File: src/source/core_defines.svh
`ifndef CORE_DEFINES_SVH
`define CORE_DEFINES_SVH

// Datapath and register file sizes
`define DATA_WIDTH    32
`define GPR_COUNT     16
`define GPR_IDX_SIZE  4
// Reads as zero, writes are dropped
`define XZR_IDX       15

// Reorder buffer sizes
`define ROB_DEPTH     8
`define ROB_IDX_SIZE  3

// Immediate is zero-extended to DATA_WIDTH
`define IMM_SIZE      12
`define INSN_WIDTH    32

// Instruction word layout
`define OPCODE_MSB    31
`define OPCODE_LSB    28
`define DST_MSB       27
`define DST_LSB       24
`define SRC1_MSB      23
`define SRC1_LSB      20
`define SRC2_MSB      19
`define SRC2_LSB      16
`define COND_MSB      15
`define COND_LSB      12
`define IMM_MSB       11
`define IMM_LSB       0

`endif

File: src/source/core_pkg.sv
`include "core_defines.svh"
`default_nettype none

package core_pkg;

  typedef logic [`DATA_WIDTH-1:0]   data_t;
  typedef logic [`GPR_IDX_SIZE-1:0] gpr_idx_t;
  typedef logic [`ROB_IDX_SIZE-1:0] rob_idx_t;
  typedef logic [`IMM_SIZE-1:0]     imm_t;
  typedef logic [`INSN_WIDTH-1:0]   insn_t;

  // Packed as {N, Z, C, V}
  typedef logic [3:0] nzcv_t;

  // Encodings match the opcode field of the instruction word
  typedef enum logic [`OPCODE_MSB-`OPCODE_LSB:0] {
    FU_OP_ADD  = 4'd0,
    FU_OP_SUB  = 4'd1,
    FU_OP_AND  = 4'd2,
    FU_OP_ORR  = 4'd3,
    FU_OP_ADDI = 4'd4,
    FU_OP_SUBI = 4'd5,
    FU_OP_ADDS = 4'd6,
    FU_OP_SUBS = 4'd7,
    FU_OP_CSEL = 4'd8,
    FU_OP_NOP  = 4'd9
  } fu_op_t;

  // Conditions tested by CSEL
  typedef enum logic [`COND_MSB-`COND_LSB:0] {
    COND_EQ = 4'd0,
    COND_NE = 4'd1,
    // Signed less than, N differs from V
    COND_LT = 4'd2,
    COND_GE = 4'd3
  } cond_t;

endpackage

`default_nettype wire

File: src/source/core_if.sv
`default_nettype none

// Decoded instruction, decode to register file
interface dispatch_if;
  logic               done;
  core_pkg::fu_op_t   op;
  core_pkg::gpr_idx_t dst;
  core_pkg::gpr_idx_t src1;
  core_pkg::gpr_idx_t src2;
  core_pkg::imm_t     imm;
  core_pkg::cond_t    cond;
  logic               use_imm;
  logic               set_nzcv;
  logic               uses_nzcv;

  modport source (
    output done, op, dst, src1, src2, imm, cond, use_imm, set_nzcv, uses_nzcv
  );
  modport sink (
    input done, op, dst, src1, src2, imm, cond, use_imm, set_nzcv, uses_nzcv
  );
endinterface

// Renamed operands, register file to execute
interface operand_if;
  logic               done;
  core_pkg::fu_op_t   op;
  core_pkg::cond_t    cond;
  logic               set_nzcv;
  core_pkg::rob_idx_t tag;
  core_pkg::gpr_idx_t dst;
  logic               src1_valid;
  core_pkg::data_t    src1_value;
  core_pkg::rob_idx_t src1_tag;
  logic               src2_valid;
  core_pkg::data_t    src2_value;
  core_pkg::rob_idx_t src2_tag;
  logic               nzcv_valid;
  core_pkg::nzcv_t    nzcv;
  core_pkg::rob_idx_t nzcv_tag;

  modport source (
    output done, op, cond, set_nzcv, tag, dst,
    output src1_valid, src1_value, src1_tag,
    output src2_valid, src2_value, src2_tag,
    output nzcv_valid, nzcv, nzcv_tag
  );
  modport sink (
    input done, op, cond, set_nzcv, tag, dst,
    input src1_valid, src1_value, src1_tag,
    input src2_valid, src2_value, src2_tag,
    input nzcv_valid, nzcv, nzcv_tag
  );
endinterface

// ALU result plus the tag-indexed read port of the reorder buffer
interface result_if;
  logic               done;
  core_pkg::rob_idx_t tag;
  core_pkg::data_t    value;
  core_pkg::nzcv_t    nzcv;
  logic               set_nzcv;
  core_pkg::rob_idx_t rd_tag1;
  core_pkg::rob_idx_t rd_tag2;
  core_pkg::rob_idx_t rd_nzcv_tag;
  core_pkg::data_t    rd_value1;
  core_pkg::data_t    rd_value2;
  core_pkg::nzcv_t    rd_nzcv;

  modport source (
    output done, tag, value, nzcv, set_nzcv, rd_tag1, rd_tag2, rd_nzcv_tag,
    input  rd_value1, rd_value2, rd_nzcv
  );
  modport sink (
    input  done, tag, value, nzcv, set_nzcv, rd_tag1, rd_tag2, rd_nzcv_tag,
    output rd_value1, rd_value2, rd_nzcv
  );
endinterface

// In-order retirement, reorder buffer to register file
interface commit_if;
  logic               done;
  core_pkg::gpr_idx_t reg_index;
  core_pkg::rob_idx_t tag;
  core_pkg::data_t    value;
  logic               set_nzcv;
  core_pkg::nzcv_t    nzcv;

  modport source (output done, reg_index, tag, value, set_nzcv, nzcv);
  modport sink (input done, reg_index, tag, value, set_nzcv, nzcv);
endinterface

`default_nettype wire

File: src/source/alu_execute.sv
`include "core_defines.svh"
`default_nettype none

module alu_execute (
  operand_if.sink  opd,
  result_if.source res
);

  core_pkg::data_t a;
  core_pkg::data_t b;
  core_pkg::data_t sum;
  core_pkg::data_t diff;
  logic            carry_add;
  logic            carry_sub;
  logic            v_add;
  logic            v_sub;
  core_pkg::nzcv_t flags_in;
  logic            cond_ok;

  // Pending operands are fetched from the reorder buffer by tag
  assign res.rd_tag1     = opd.src1_tag;
  assign res.rd_tag2     = opd.src2_tag;
  assign res.rd_nzcv_tag = opd.nzcv_tag;

  assign a        = opd.src1_valid ? opd.src1_value : res.rd_value1;
  assign b        = opd.src2_valid ? opd.src2_value : res.rd_value2;
  assign flags_in = opd.nzcv_valid ? opd.nzcv : res.rd_nzcv;

  assign {carry_add, sum}  = {1'b0, a} + {1'b0, b};
  // Carry set means no borrow
  assign {carry_sub, diff} = {1'b0, a} + {1'b0, ~b} + 1'b1;

  assign v_add = (a[`DATA_WIDTH-1] == b[`DATA_WIDTH-1]) &&
                 (sum[`DATA_WIDTH-1] != a[`DATA_WIDTH-1]);
  assign v_sub = (a[`DATA_WIDTH-1] != b[`DATA_WIDTH-1]) &&
                 (diff[`DATA_WIDTH-1] != a[`DATA_WIDTH-1]);

  always_comb begin
    case (opd.cond)
      core_pkg::COND_EQ: cond_ok = flags_in[2];
      core_pkg::COND_NE: cond_ok = !flags_in[2];
      core_pkg::COND_LT: cond_ok = (flags_in[3] != flags_in[0]);
      core_pkg::COND_GE: cond_ok = (flags_in[3] == flags_in[0]);
      default:           cond_ok = 1'b0;
    endcase
  end

  always_comb begin
    res.done     = opd.done;
    res.tag      = opd.tag;
    res.set_nzcv = opd.set_nzcv;
    case (opd.op)
      core_pkg::FU_OP_ADD, core_pkg::FU_OP_ADDI, core_pkg::FU_OP_ADDS: res.value = sum;
      core_pkg::FU_OP_SUB, core_pkg::FU_OP_SUBI, core_pkg::FU_OP_SUBS: res.value = diff;
      core_pkg::FU_OP_AND:  res.value = a & b;
      core_pkg::FU_OP_ORR:  res.value = a | b;
      core_pkg::FU_OP_CSEL: res.value = cond_ok ? a : b;
      default:              res.value = '0;
    endcase
    // Flags only matter when set_nzcv is high
    if (opd.op == core_pkg::FU_OP_SUBS) begin
      res.nzcv = {diff[`DATA_WIDTH-1], (diff == '0), carry_sub, v_sub};
    end else begin
      res.nzcv = {sum[`DATA_WIDTH-1], (sum == '0), carry_add, v_add};
    end
  end

endmodule

`default_nettype wire

File: src/source/insn_decode.sv
`include "core_defines.svh"
`default_nettype none

module insn_decode (
  input  logic            in_clk,
  input  logic            in_rst,
  input  logic            insn_valid,
  input  core_pkg::insn_t insn,
  dispatch_if.source      dsp
);

  logic             valid_q;
  core_pkg::insn_t  insn_q;
  core_pkg::fu_op_t dec_op;
  logic             known_op;

  always_ff @(posedge in_clk) begin
    if (in_rst) begin
      valid_q <= 1'b0;
    end else begin
      valid_q <= insn_valid;
    end
  end

  // Word is held until the next strobe
  always_ff @(posedge in_clk) begin
    if (insn_valid) begin
      insn_q <= insn;
    end
  end

  always_comb begin
    known_op = (insn_q[`OPCODE_MSB:`OPCODE_LSB] <= core_pkg::FU_OP_NOP);
    // Opcodes past NOP decode as NOP
    dec_op = known_op ? core_pkg::fu_op_t'(insn_q[`OPCODE_MSB:`OPCODE_LSB])
                      : core_pkg::FU_OP_NOP;

    dsp.done = valid_q;
    dsp.op   = dec_op;
    // A NOP writes nothing, so steer it to XZR
    dsp.dst  = (dec_op == core_pkg::FU_OP_NOP) ? core_pkg::gpr_idx_t'(`XZR_IDX)
                                               : insn_q[`DST_MSB:`DST_LSB];
    dsp.src1 = insn_q[`SRC1_MSB:`SRC1_LSB];
    dsp.src2 = insn_q[`SRC2_MSB:`SRC2_LSB];
    dsp.imm  = insn_q[`IMM_MSB:`IMM_LSB];
    dsp.cond = core_pkg::cond_t'(insn_q[`COND_MSB:`COND_LSB]);

    dsp.use_imm   = (dec_op == core_pkg::FU_OP_ADDI) || (dec_op == core_pkg::FU_OP_SUBI);
    dsp.set_nzcv  = (dec_op == core_pkg::FU_OP_ADDS) || (dec_op == core_pkg::FU_OP_SUBS);
    dsp.uses_nzcv = (dec_op == core_pkg::FU_OP_CSEL);
  end

endmodule

`default_nettype wire

File: src/source/ooo_core_top.sv
`default_nettype none

module ooo_core_top (
  input  logic               in_clk,
  input  logic               in_rst,
  input  logic               insn_valid,
  input  core_pkg::insn_t    insn,
  output logic               commit_valid,
  output core_pkg::gpr_idx_t commit_reg,
  output core_pkg::data_t    commit_value,
  output core_pkg::nzcv_t    commit_nzcv,
  output logic               commit_set_nzcv
);

  dispatch_if dsp_bus ();
  operand_if  opd_bus ();
  result_if   res_bus ();
  commit_if   cmt_bus ();

  core_pkg::rob_idx_t alloc_tag;

  insn_decode u_decode (
    .in_clk     (in_clk),
    .in_rst     (in_rst),
    .insn_valid (insn_valid),
    .insn       (insn),
    .dsp        (dsp_bus.source)
  );

  reg_rename_file u_regs (
    .in_clk    (in_clk),
    .in_rst    (in_rst),
    .dsp       (dsp_bus.sink),
    .opd       (opd_bus.source),
    .cmt       (cmt_bus.sink),
    .alloc_tag (alloc_tag)
  );

  alu_execute u_alu (
    .opd (opd_bus.sink),
    .res (res_bus.source)
  );

  // Entries are allocated in the operand cycle
  reorder_buffer u_rob (
    .in_clk    (in_clk),
    .in_rst    (in_rst),
    .dsp_done  (opd_bus.done),
    .dst       (opd_bus.dst),
    .res       (res_bus.sink),
    .cmt       (cmt_bus.source),
    .alloc_tag (alloc_tag)
  );

  assign commit_valid    = cmt_bus.done;
  assign commit_reg      = cmt_bus.reg_index;
  assign commit_value    = cmt_bus.value;
  assign commit_nzcv     = cmt_bus.nzcv;
  assign commit_set_nzcv = cmt_bus.set_nzcv;

endmodule

`default_nettype wire

File: src/source/reg_rename_file.sv
`include "core_defines.svh"
`default_nettype none

module reg_rename_file (
  input  logic               in_clk,
  input  logic               in_rst,
  dispatch_if.sink           dsp,
  operand_if.source          opd,
  commit_if.sink             cmt,
  input  core_pkg::rob_idx_t alloc_tag
);

  // Architectural state with rename tags
  core_pkg::data_t       gpr_value [`GPR_COUNT];
  logic [`GPR_COUNT-1:0] gpr_valid;
  core_pkg::rob_idx_t    gpr_tag [`GPR_COUNT];
  core_pkg::nzcv_t       nzcv_value;
  logic                  nzcv_valid;
  core_pkg::rob_idx_t    nzcv_tag;

  // Buffered dispatch
  logic               d_done;
  core_pkg::fu_op_t   d_op;
  core_pkg::gpr_idx_t d_dst;
  core_pkg::gpr_idx_t d_src1;
  core_pkg::gpr_idx_t d_src2;
  core_pkg::imm_t     d_imm;
  core_pkg::cond_t    d_cond;
  logic               d_use_imm;
  logic               d_set_nzcv;
  logic               d_uses_nzcv;

  logic reg_commit;
  logic flag_commit;

  // Commit lands only if no younger writer renamed the target since
  assign reg_commit  = cmt.done && (cmt.reg_index != core_pkg::gpr_idx_t'(`XZR_IDX))
                       && (cmt.tag == gpr_tag[cmt.reg_index]);
  assign flag_commit = cmt.done && cmt.set_nzcv && (cmt.tag == nzcv_tag);

  always_ff @(posedge in_clk) begin
    if (in_rst) begin
      d_done     <= 1'b0;
      gpr_valid  <= '1;
      nzcv_value <= '0;
      nzcv_valid <= 1'b1;
      nzcv_tag   <= '0;
      for (int i = 0; i < `GPR_COUNT; i++) begin
        gpr_value[i] <= '0;
        gpr_tag[i]   <= '0;
      end
    end else begin
      d_done <= dsp.done;
      if (reg_commit) begin
        gpr_value[cmt.reg_index] <= cmt.value;
        gpr_valid[cmt.reg_index] <= 1'b1;
      end
      if (flag_commit) begin
        nzcv_value <= cmt.nzcv;
        nzcv_valid <= 1'b1;
      end
      // Rename comes last so it overrides a same-cycle commit
      if (d_done && (d_dst != core_pkg::gpr_idx_t'(`XZR_IDX))) begin
        gpr_valid[d_dst] <= 1'b0;
        gpr_tag[d_dst]   <= alloc_tag;
      end
      if (d_done && d_set_nzcv) begin
        nzcv_valid <= 1'b0;
        nzcv_tag   <= alloc_tag;
      end
    end
  end

  always_ff @(posedge in_clk) begin
    if (dsp.done) begin
      d_op        <= dsp.op;
      d_dst       <= dsp.dst;
      d_src1      <= dsp.src1;
      d_src2      <= dsp.src2;
      d_imm       <= dsp.imm;
      d_cond      <= dsp.cond;
      d_use_imm   <= dsp.use_imm;
      d_set_nzcv  <= dsp.set_nzcv;
      d_uses_nzcv <= dsp.uses_nzcv;
    end
  end

  always_comb begin
    opd.done     = d_done;
    opd.op       = d_op;
    opd.cond     = d_cond;
    opd.set_nzcv = d_set_nzcv;
    opd.dst      = d_dst;
    // This instruction takes the next free entry
    opd.tag      = alloc_tag;

    opd.src1_tag = gpr_tag[d_src1];
    if (d_src1 == core_pkg::gpr_idx_t'(`XZR_IDX)) begin
      opd.src1_valid = 1'b1;
      opd.src1_value = '0;
    end else begin
      opd.src1_valid = gpr_valid[d_src1];
      opd.src1_value = gpr_value[d_src1];
    end

    opd.src2_tag = gpr_tag[d_src2];
    if (d_use_imm) begin
      opd.src2_valid = 1'b1;
      opd.src2_value = core_pkg::data_t'(d_imm);
    end else if (d_src2 == core_pkg::gpr_idx_t'(`XZR_IDX)) begin
      opd.src2_valid = 1'b1;
      opd.src2_value = '0;
    end else begin
      opd.src2_valid = gpr_valid[d_src2];
      opd.src2_value = gpr_value[d_src2];
    end

    // Only CSEL waits on pending flags
    opd.nzcv_valid = nzcv_valid || !d_uses_nzcv;
    opd.nzcv       = nzcv_value;
    opd.nzcv_tag   = nzcv_tag;
  end

endmodule

`default_nettype wire

File: src/source/reorder_buffer.sv
`include "core_defines.svh"
`default_nettype none

module reorder_buffer (
  input  logic               in_clk,
  input  logic               in_rst,
  input  logic               dsp_done,
  input  core_pkg::gpr_idx_t dst,
  result_if.sink             res,
  commit_if.source           cmt,
  output core_pkg::rob_idx_t alloc_tag
);

  // Entry payload
  core_pkg::gpr_idx_t    e_dst [`ROB_DEPTH];
  core_pkg::data_t       e_value [`ROB_DEPTH];
  core_pkg::nzcv_t       e_nzcv [`ROB_DEPTH];
  logic [`ROB_DEPTH-1:0] e_set_nzcv;
  // Result written and not yet retired
  logic [`ROB_DEPTH-1:0] e_done;

  core_pkg::rob_idx_t head;
  core_pkg::rob_idx_t tail;
  logic               retire;

  assign alloc_tag = tail;
  assign retire    = e_done[head];

  // Retired data stays readable until the entry is reused
  assign res.rd_value1 = e_value[res.rd_tag1];
  assign res.rd_value2 = e_value[res.rd_tag2];
  assign res.rd_nzcv   = e_nzcv[res.rd_nzcv_tag];

  always_ff @(posedge in_clk) begin
    if (in_rst) begin
      head     <= '0;
      tail     <= '0;
      e_done   <= '0;
      cmt.done <= 1'b0;
    end else begin
      cmt.done <= retire;
      if (dsp_done) begin
        tail <= tail + 1'b1;
      end
      if (retire) begin
        head         <= head + 1'b1;
        e_done[head] <= 1'b0;
      end
      // Result arrives in the allocation cycle of its entry
      if (res.done) begin
        e_done[res.tag] <= 1'b1;
      end
    end
  end

  always_ff @(posedge in_clk) begin
    if (dsp_done) begin
      e_dst[tail] <= dst;
    end
    if (res.done) begin
      e_value[res.tag]    <= res.value;
      e_nzcv[res.tag]     <= res.nzcv;
      e_set_nzcv[res.tag] <= res.set_nzcv;
    end
    // Registered commit report
    if (retire) begin
      cmt.reg_index <= e_dst[head];
      cmt.tag       <= head;
      cmt.value     <= e_value[head];
      cmt.set_nzcv  <= e_set_nzcv[head];
      cmt.nzcv      <= e_nzcv[head];
    end
  end

endmodule

`default_nettype wire

File: config.mk
export PLATFORM = sky130hd
export DESIGN_NAME = ooo_core_top
export DESIGN_NICKNAME = d
export VERILOG_FILES = /design/src/source/core_pkg.sv /design/src/source/core_if.sv /design/src/source/alu_execute.sv /design/src/source/insn_decode.sv /design/src/source/ooo_core_top.sv /design/src/source/reg_rename_file.sv /design/src/source/reorder_buffer.sv
export VERILOG_INCLUDE_DIRS = /design/src /design/src/source
export SDC_FILE = /design/constraint.sdc
export NUM_CORES = 2
export LEC_CHECK = 0
export ABC_CLOCK_PERIOD_IN_PS = 12100
export BUFFER_PORTS_ARGS = -buffer_cell sky130_fd_sc_hd__buf_2
export CORE_MARGIN = 1
export CORE_UTILIZATION = 39
export DETAILED_ROUTE_END_ITERATION = 10
export GPL_ROUTABILITY_DRIVEN = 0
export HOLD_SLACK_MARGIN = 0.08
export SLEW_MARGIN = 5
export SYNTH_ARGS = -nofsm -noshare
export SYNTH_HDL_FRONTEND = slang
export SYNTH_HIERARCHICAL = 1
export SYNTH_SLANG_ARGS = --single-unit
File: constraint.sdc
create_clock -name in_clk -period 12.1 [get_ports in_clk]
set_input_delay 0 -clock in_clk [delete_from_list [all_inputs] [get_ports in_clk]]
set_output_delay 0 -clock in_clk [all_outputs]
set_load 0.05 [all_outputs]
==> run summary <==
==============================================================================
Kind of end point of the critical path ..........................     register
Num CTS Buffers .................................................          109
Setup Viol. Count Final .........................................            0
Total number of H-tree levels ...................................            3
Total of max-cap violations .....................................            0
Fraction of layout instances using a drive strength above 1 .....        31.9%
Detailed-router iteration count before antenna repair ...........            6
Vias per std cell ...............................................         6.06
Die area ........................................................   152000 µm²
Clk Tree Root Cell ..............................................    clkbuf_16
CP max FO .......................................................           35
Biggest cell delay along the critical path ......................      0.98 ns
Skew final ......................................................    0.0380 ns
Number of global-route vias before repair .......................        37300
Placement Rows ..................................................          142
Detailed Route Iter0 Violations .................................         3816
Leakage power ...................................................      21.9 nW
Critical Path RT ................................................     12.53 ns
Port Buf Inserts ................................................           76
Synth-to-Final Area Change ......................................        10.5%
Combinational share of power ....................................        22.9%
Post-Syn Area ...................................................    58800 µm²
CP Cell Sequence ................................................ mux4_2, mux4_4, buf_4, mux4_2, mux2_2, mux2_2, inv_1, ha_1, or3_1, or4_1, nor2_1, o21ai_0, a31oi_2, a211oi_1, o41a_1, xnor2_1, nand4b_1, o31ai_2
Kind of cell adding the most delay to the critical path ......... multiplexers
Cell count after placement ......................................         5793
Max Buffers Root-to-Sink ........................................            3
Clock period minus worst slack ..................................      8.22 ns
Dpl hpwl ........................................................       111 mm
Syn Area/Cell ...................................................     14.8 µm²
GRT Util Overall ................................................        23.8%
Slew @ Worst Pin ................................................      1.23 ns
Period utilisation layout .......................................        67.9%
Worst setup SP type .............................................     register
Number of standard cells in the final layout excluding fillers ..         6060
Pins over their slew limit ......................................            0
WHS .............................................................     0.272 ns
Synth Instances .................................................         3958
Antenna diode count .............................................            0
Post-CTS setup buffer count .....................................            0
Sequential fraction of design power .............................        42.8%
Area of all placed cells without fillers ........................    64900 µm²
RSZ-0062 raised after global routing ............................           no
Final hold vios .................................................            0
Initial antenna violation count .................................           10
Worst IR drop on VDD ............................................     0.116 mV
Endpoint arrival time on the critical path ......................      8.65 ns
CORE AREA .......................................................   150000 µm²
Count of instances resized after the clock tree is built ........            0
TritonCTS clock tree ............................................         done
Horizontal die dimension ........................................       390 µm
Clock network fraction of total power ...........................        34.2%
Total DRC errors in the routed layout ...........................            0
Vias after detailed routing .....................................        36700
HP Class ........................................................ input pin to register
Initial core utilization ........................................        39.2%
Buffering stage count on the worst path with inverters included .            2
Power density of the placed cells ...............................   154 nW/µm²
Worst max-slew margin expressed relative to the limit ...........        17.4%
Switching share of total power ..................................        29.1%
Aggregate routed wire length ....................................       181 mm
Net load switching power ........................................      2.90 mW
Total internal power ............................................      7.07 mW
Antenna violation net count after detailed routing ..............            0
Fmax ............................................................    0.122 GHz
Post-Route Utilization ..........................................        43.3%
Total placed instance area ......................................    60700 µm²
Clk slew on worst S/H paths .....................................      0.06 ns
Setup TNS .......................................................         0 ns
Number of sinks on the clock net ................................         1047
Wire length of the first global-routing pass ....................       262 mm
Gr ovfl total ...................................................            0
I/O pin cnt .....................................................           77
Hold-fix buffers at CTS .........................................           66
Chip height .....................................................       390 µm
Clock insertion delay at the later pin of the skew report .......      0.76 ns
Worst path slowest cell .........................................       mux4_4
Outcome ......................................................... finished clean
Largest net degree at the start of global routing ...............          119
Average detailed-routed wire length per instance ................      29.8 µm
Crit Path Class ................................................. register to register
Yosys warning count .............................................            6
Final nets ......................................................         4094
==============================================================================
## per-stage QoR
step / setup WS (ns) / power (mW)
finish: 3.88 / 9.97
global route: 3.56 / 10.3
CTS: 3.88 / 10.0
detailed placement: 3.92 / 6.59
global placement: 4.03 / 6.58
floorplan: 4.78 / 5.97
## cell type report
class | instances | area (µm²)
Sequential cell | 1047 | 31000
Fill cell | 13300 | 84900
Clock buffer | 132 | 2900
Multi-Input combinational cell | 2468 | 25800
Inverter | 112 | 420
Clock inverter | 69 | 711
Tap cell | 2016 | 2520
Timing Repair Buffer | 216 | 1620
## power by group through the flow
stage	registers, mW	clock network, mW	logic, mW
global route	4.28	3.59	2.44
CTS	4.27	3.47	2.27
global placement	4.34	0	2.24
floorplan	4.28	0	1.69
detailed placement	4.35	0	2.24
finish	4.27	3.41	2.29
## metal layers
layer	global-route usage [%]	share of wire, %	up-vias
met5	0	0.019	-
met4	8.78	3.5	6
met3	4.78	8.6	332
met2	38.6	48	1732
met1	31.5	40	19300
li1	-	-	15300
## sequential cells by signal, indices dropped and copies added, names as in the netlist, 4 cells and up, named ones only
| name | flops |
|---|---|
| u_regs/opd.op | 4 |
| u_rob/cmt.nzcv | 4 |
| u_regs/gpr_value | 512 |
| u_regs/d_src1 | 4 |
| u_rob/e_nzcv | 32 |
| u_rob/e_dst | 32 |
| u_regs/opd.cond | 4 |
| u_rob/e_done | 8 |
| u_rob/e_set_nzcv | 8 |
| u_decode/insn_q | 32 |
| u_rob/e_value | 256 |
| u_regs/d_src2 | 4 |
| u_rob/cmt.reg_index | 4 |
| u_rob/cmt.value | 32 |
| u_regs/d_imm | 12 |
| u_regs/gpr_valid | 16 |
| u_regs/gpr_tag | 48 |
| u_regs/opd.dst | 4 |
## cell usage in the layout, fill, tap and decap left out, drive strengths merged, types with 77 or more instances in the layout
| cell type | instances |
|---|---|
| mux2 | 139 |
| o21ai | 77 |
| mux4 | 588 |
| inv | 113 |
| buf | 150 |
| mux2i | 79 |
| a21oi | 130 |
| ha | 103 |
| edfxtp | 999 |
| nand2 | 87 |
| nand2b | 81 |
| nor2 | 658 |
| clkbuf | 132 |
## path summary, 6_finish.rpt
check,startpoint,endpoint,slack (ns),cells past startpoint
setup reg to reg,register,u_rob/e_nzcv[6][2]$_DFFE_PP_,3.88,18
hold reg to reg,u_decode/insn_q[2]$_DFFE_PP_,u_regs/d_imm[2]$_DFFE_PP_,0.42,0
hold / removal,in_rst,u_rob/alloc_tag[2]$_SDFFE_PP0P_,0.27,3
setup / recovery,register,u_rob/e_nzcv[6][2]$_DFFE_PP_,3.88,18
## worst register-to-register path, stage by stage, from the launching register on
cell and delay [ns]:
dfxtp_4 0.83, mux4_2 0.66, mux4_4 0.98, buf_4 0.49
mux4_2 0.59, mux2_2 0.28, mux2_2 0.28, inv_1 0.09
ha_1 0.42, or3_1 0.48, or4_1 0.44, nor2_1 0.13
o21ai_0 0.16, a31oi_2 0.41, a211oi_1 0.17, o41a_1 0.39
xnor2_1 0.26, nand4b_1 0.15, o31ai_2 0.70
(Power assumes the default switching activity.)
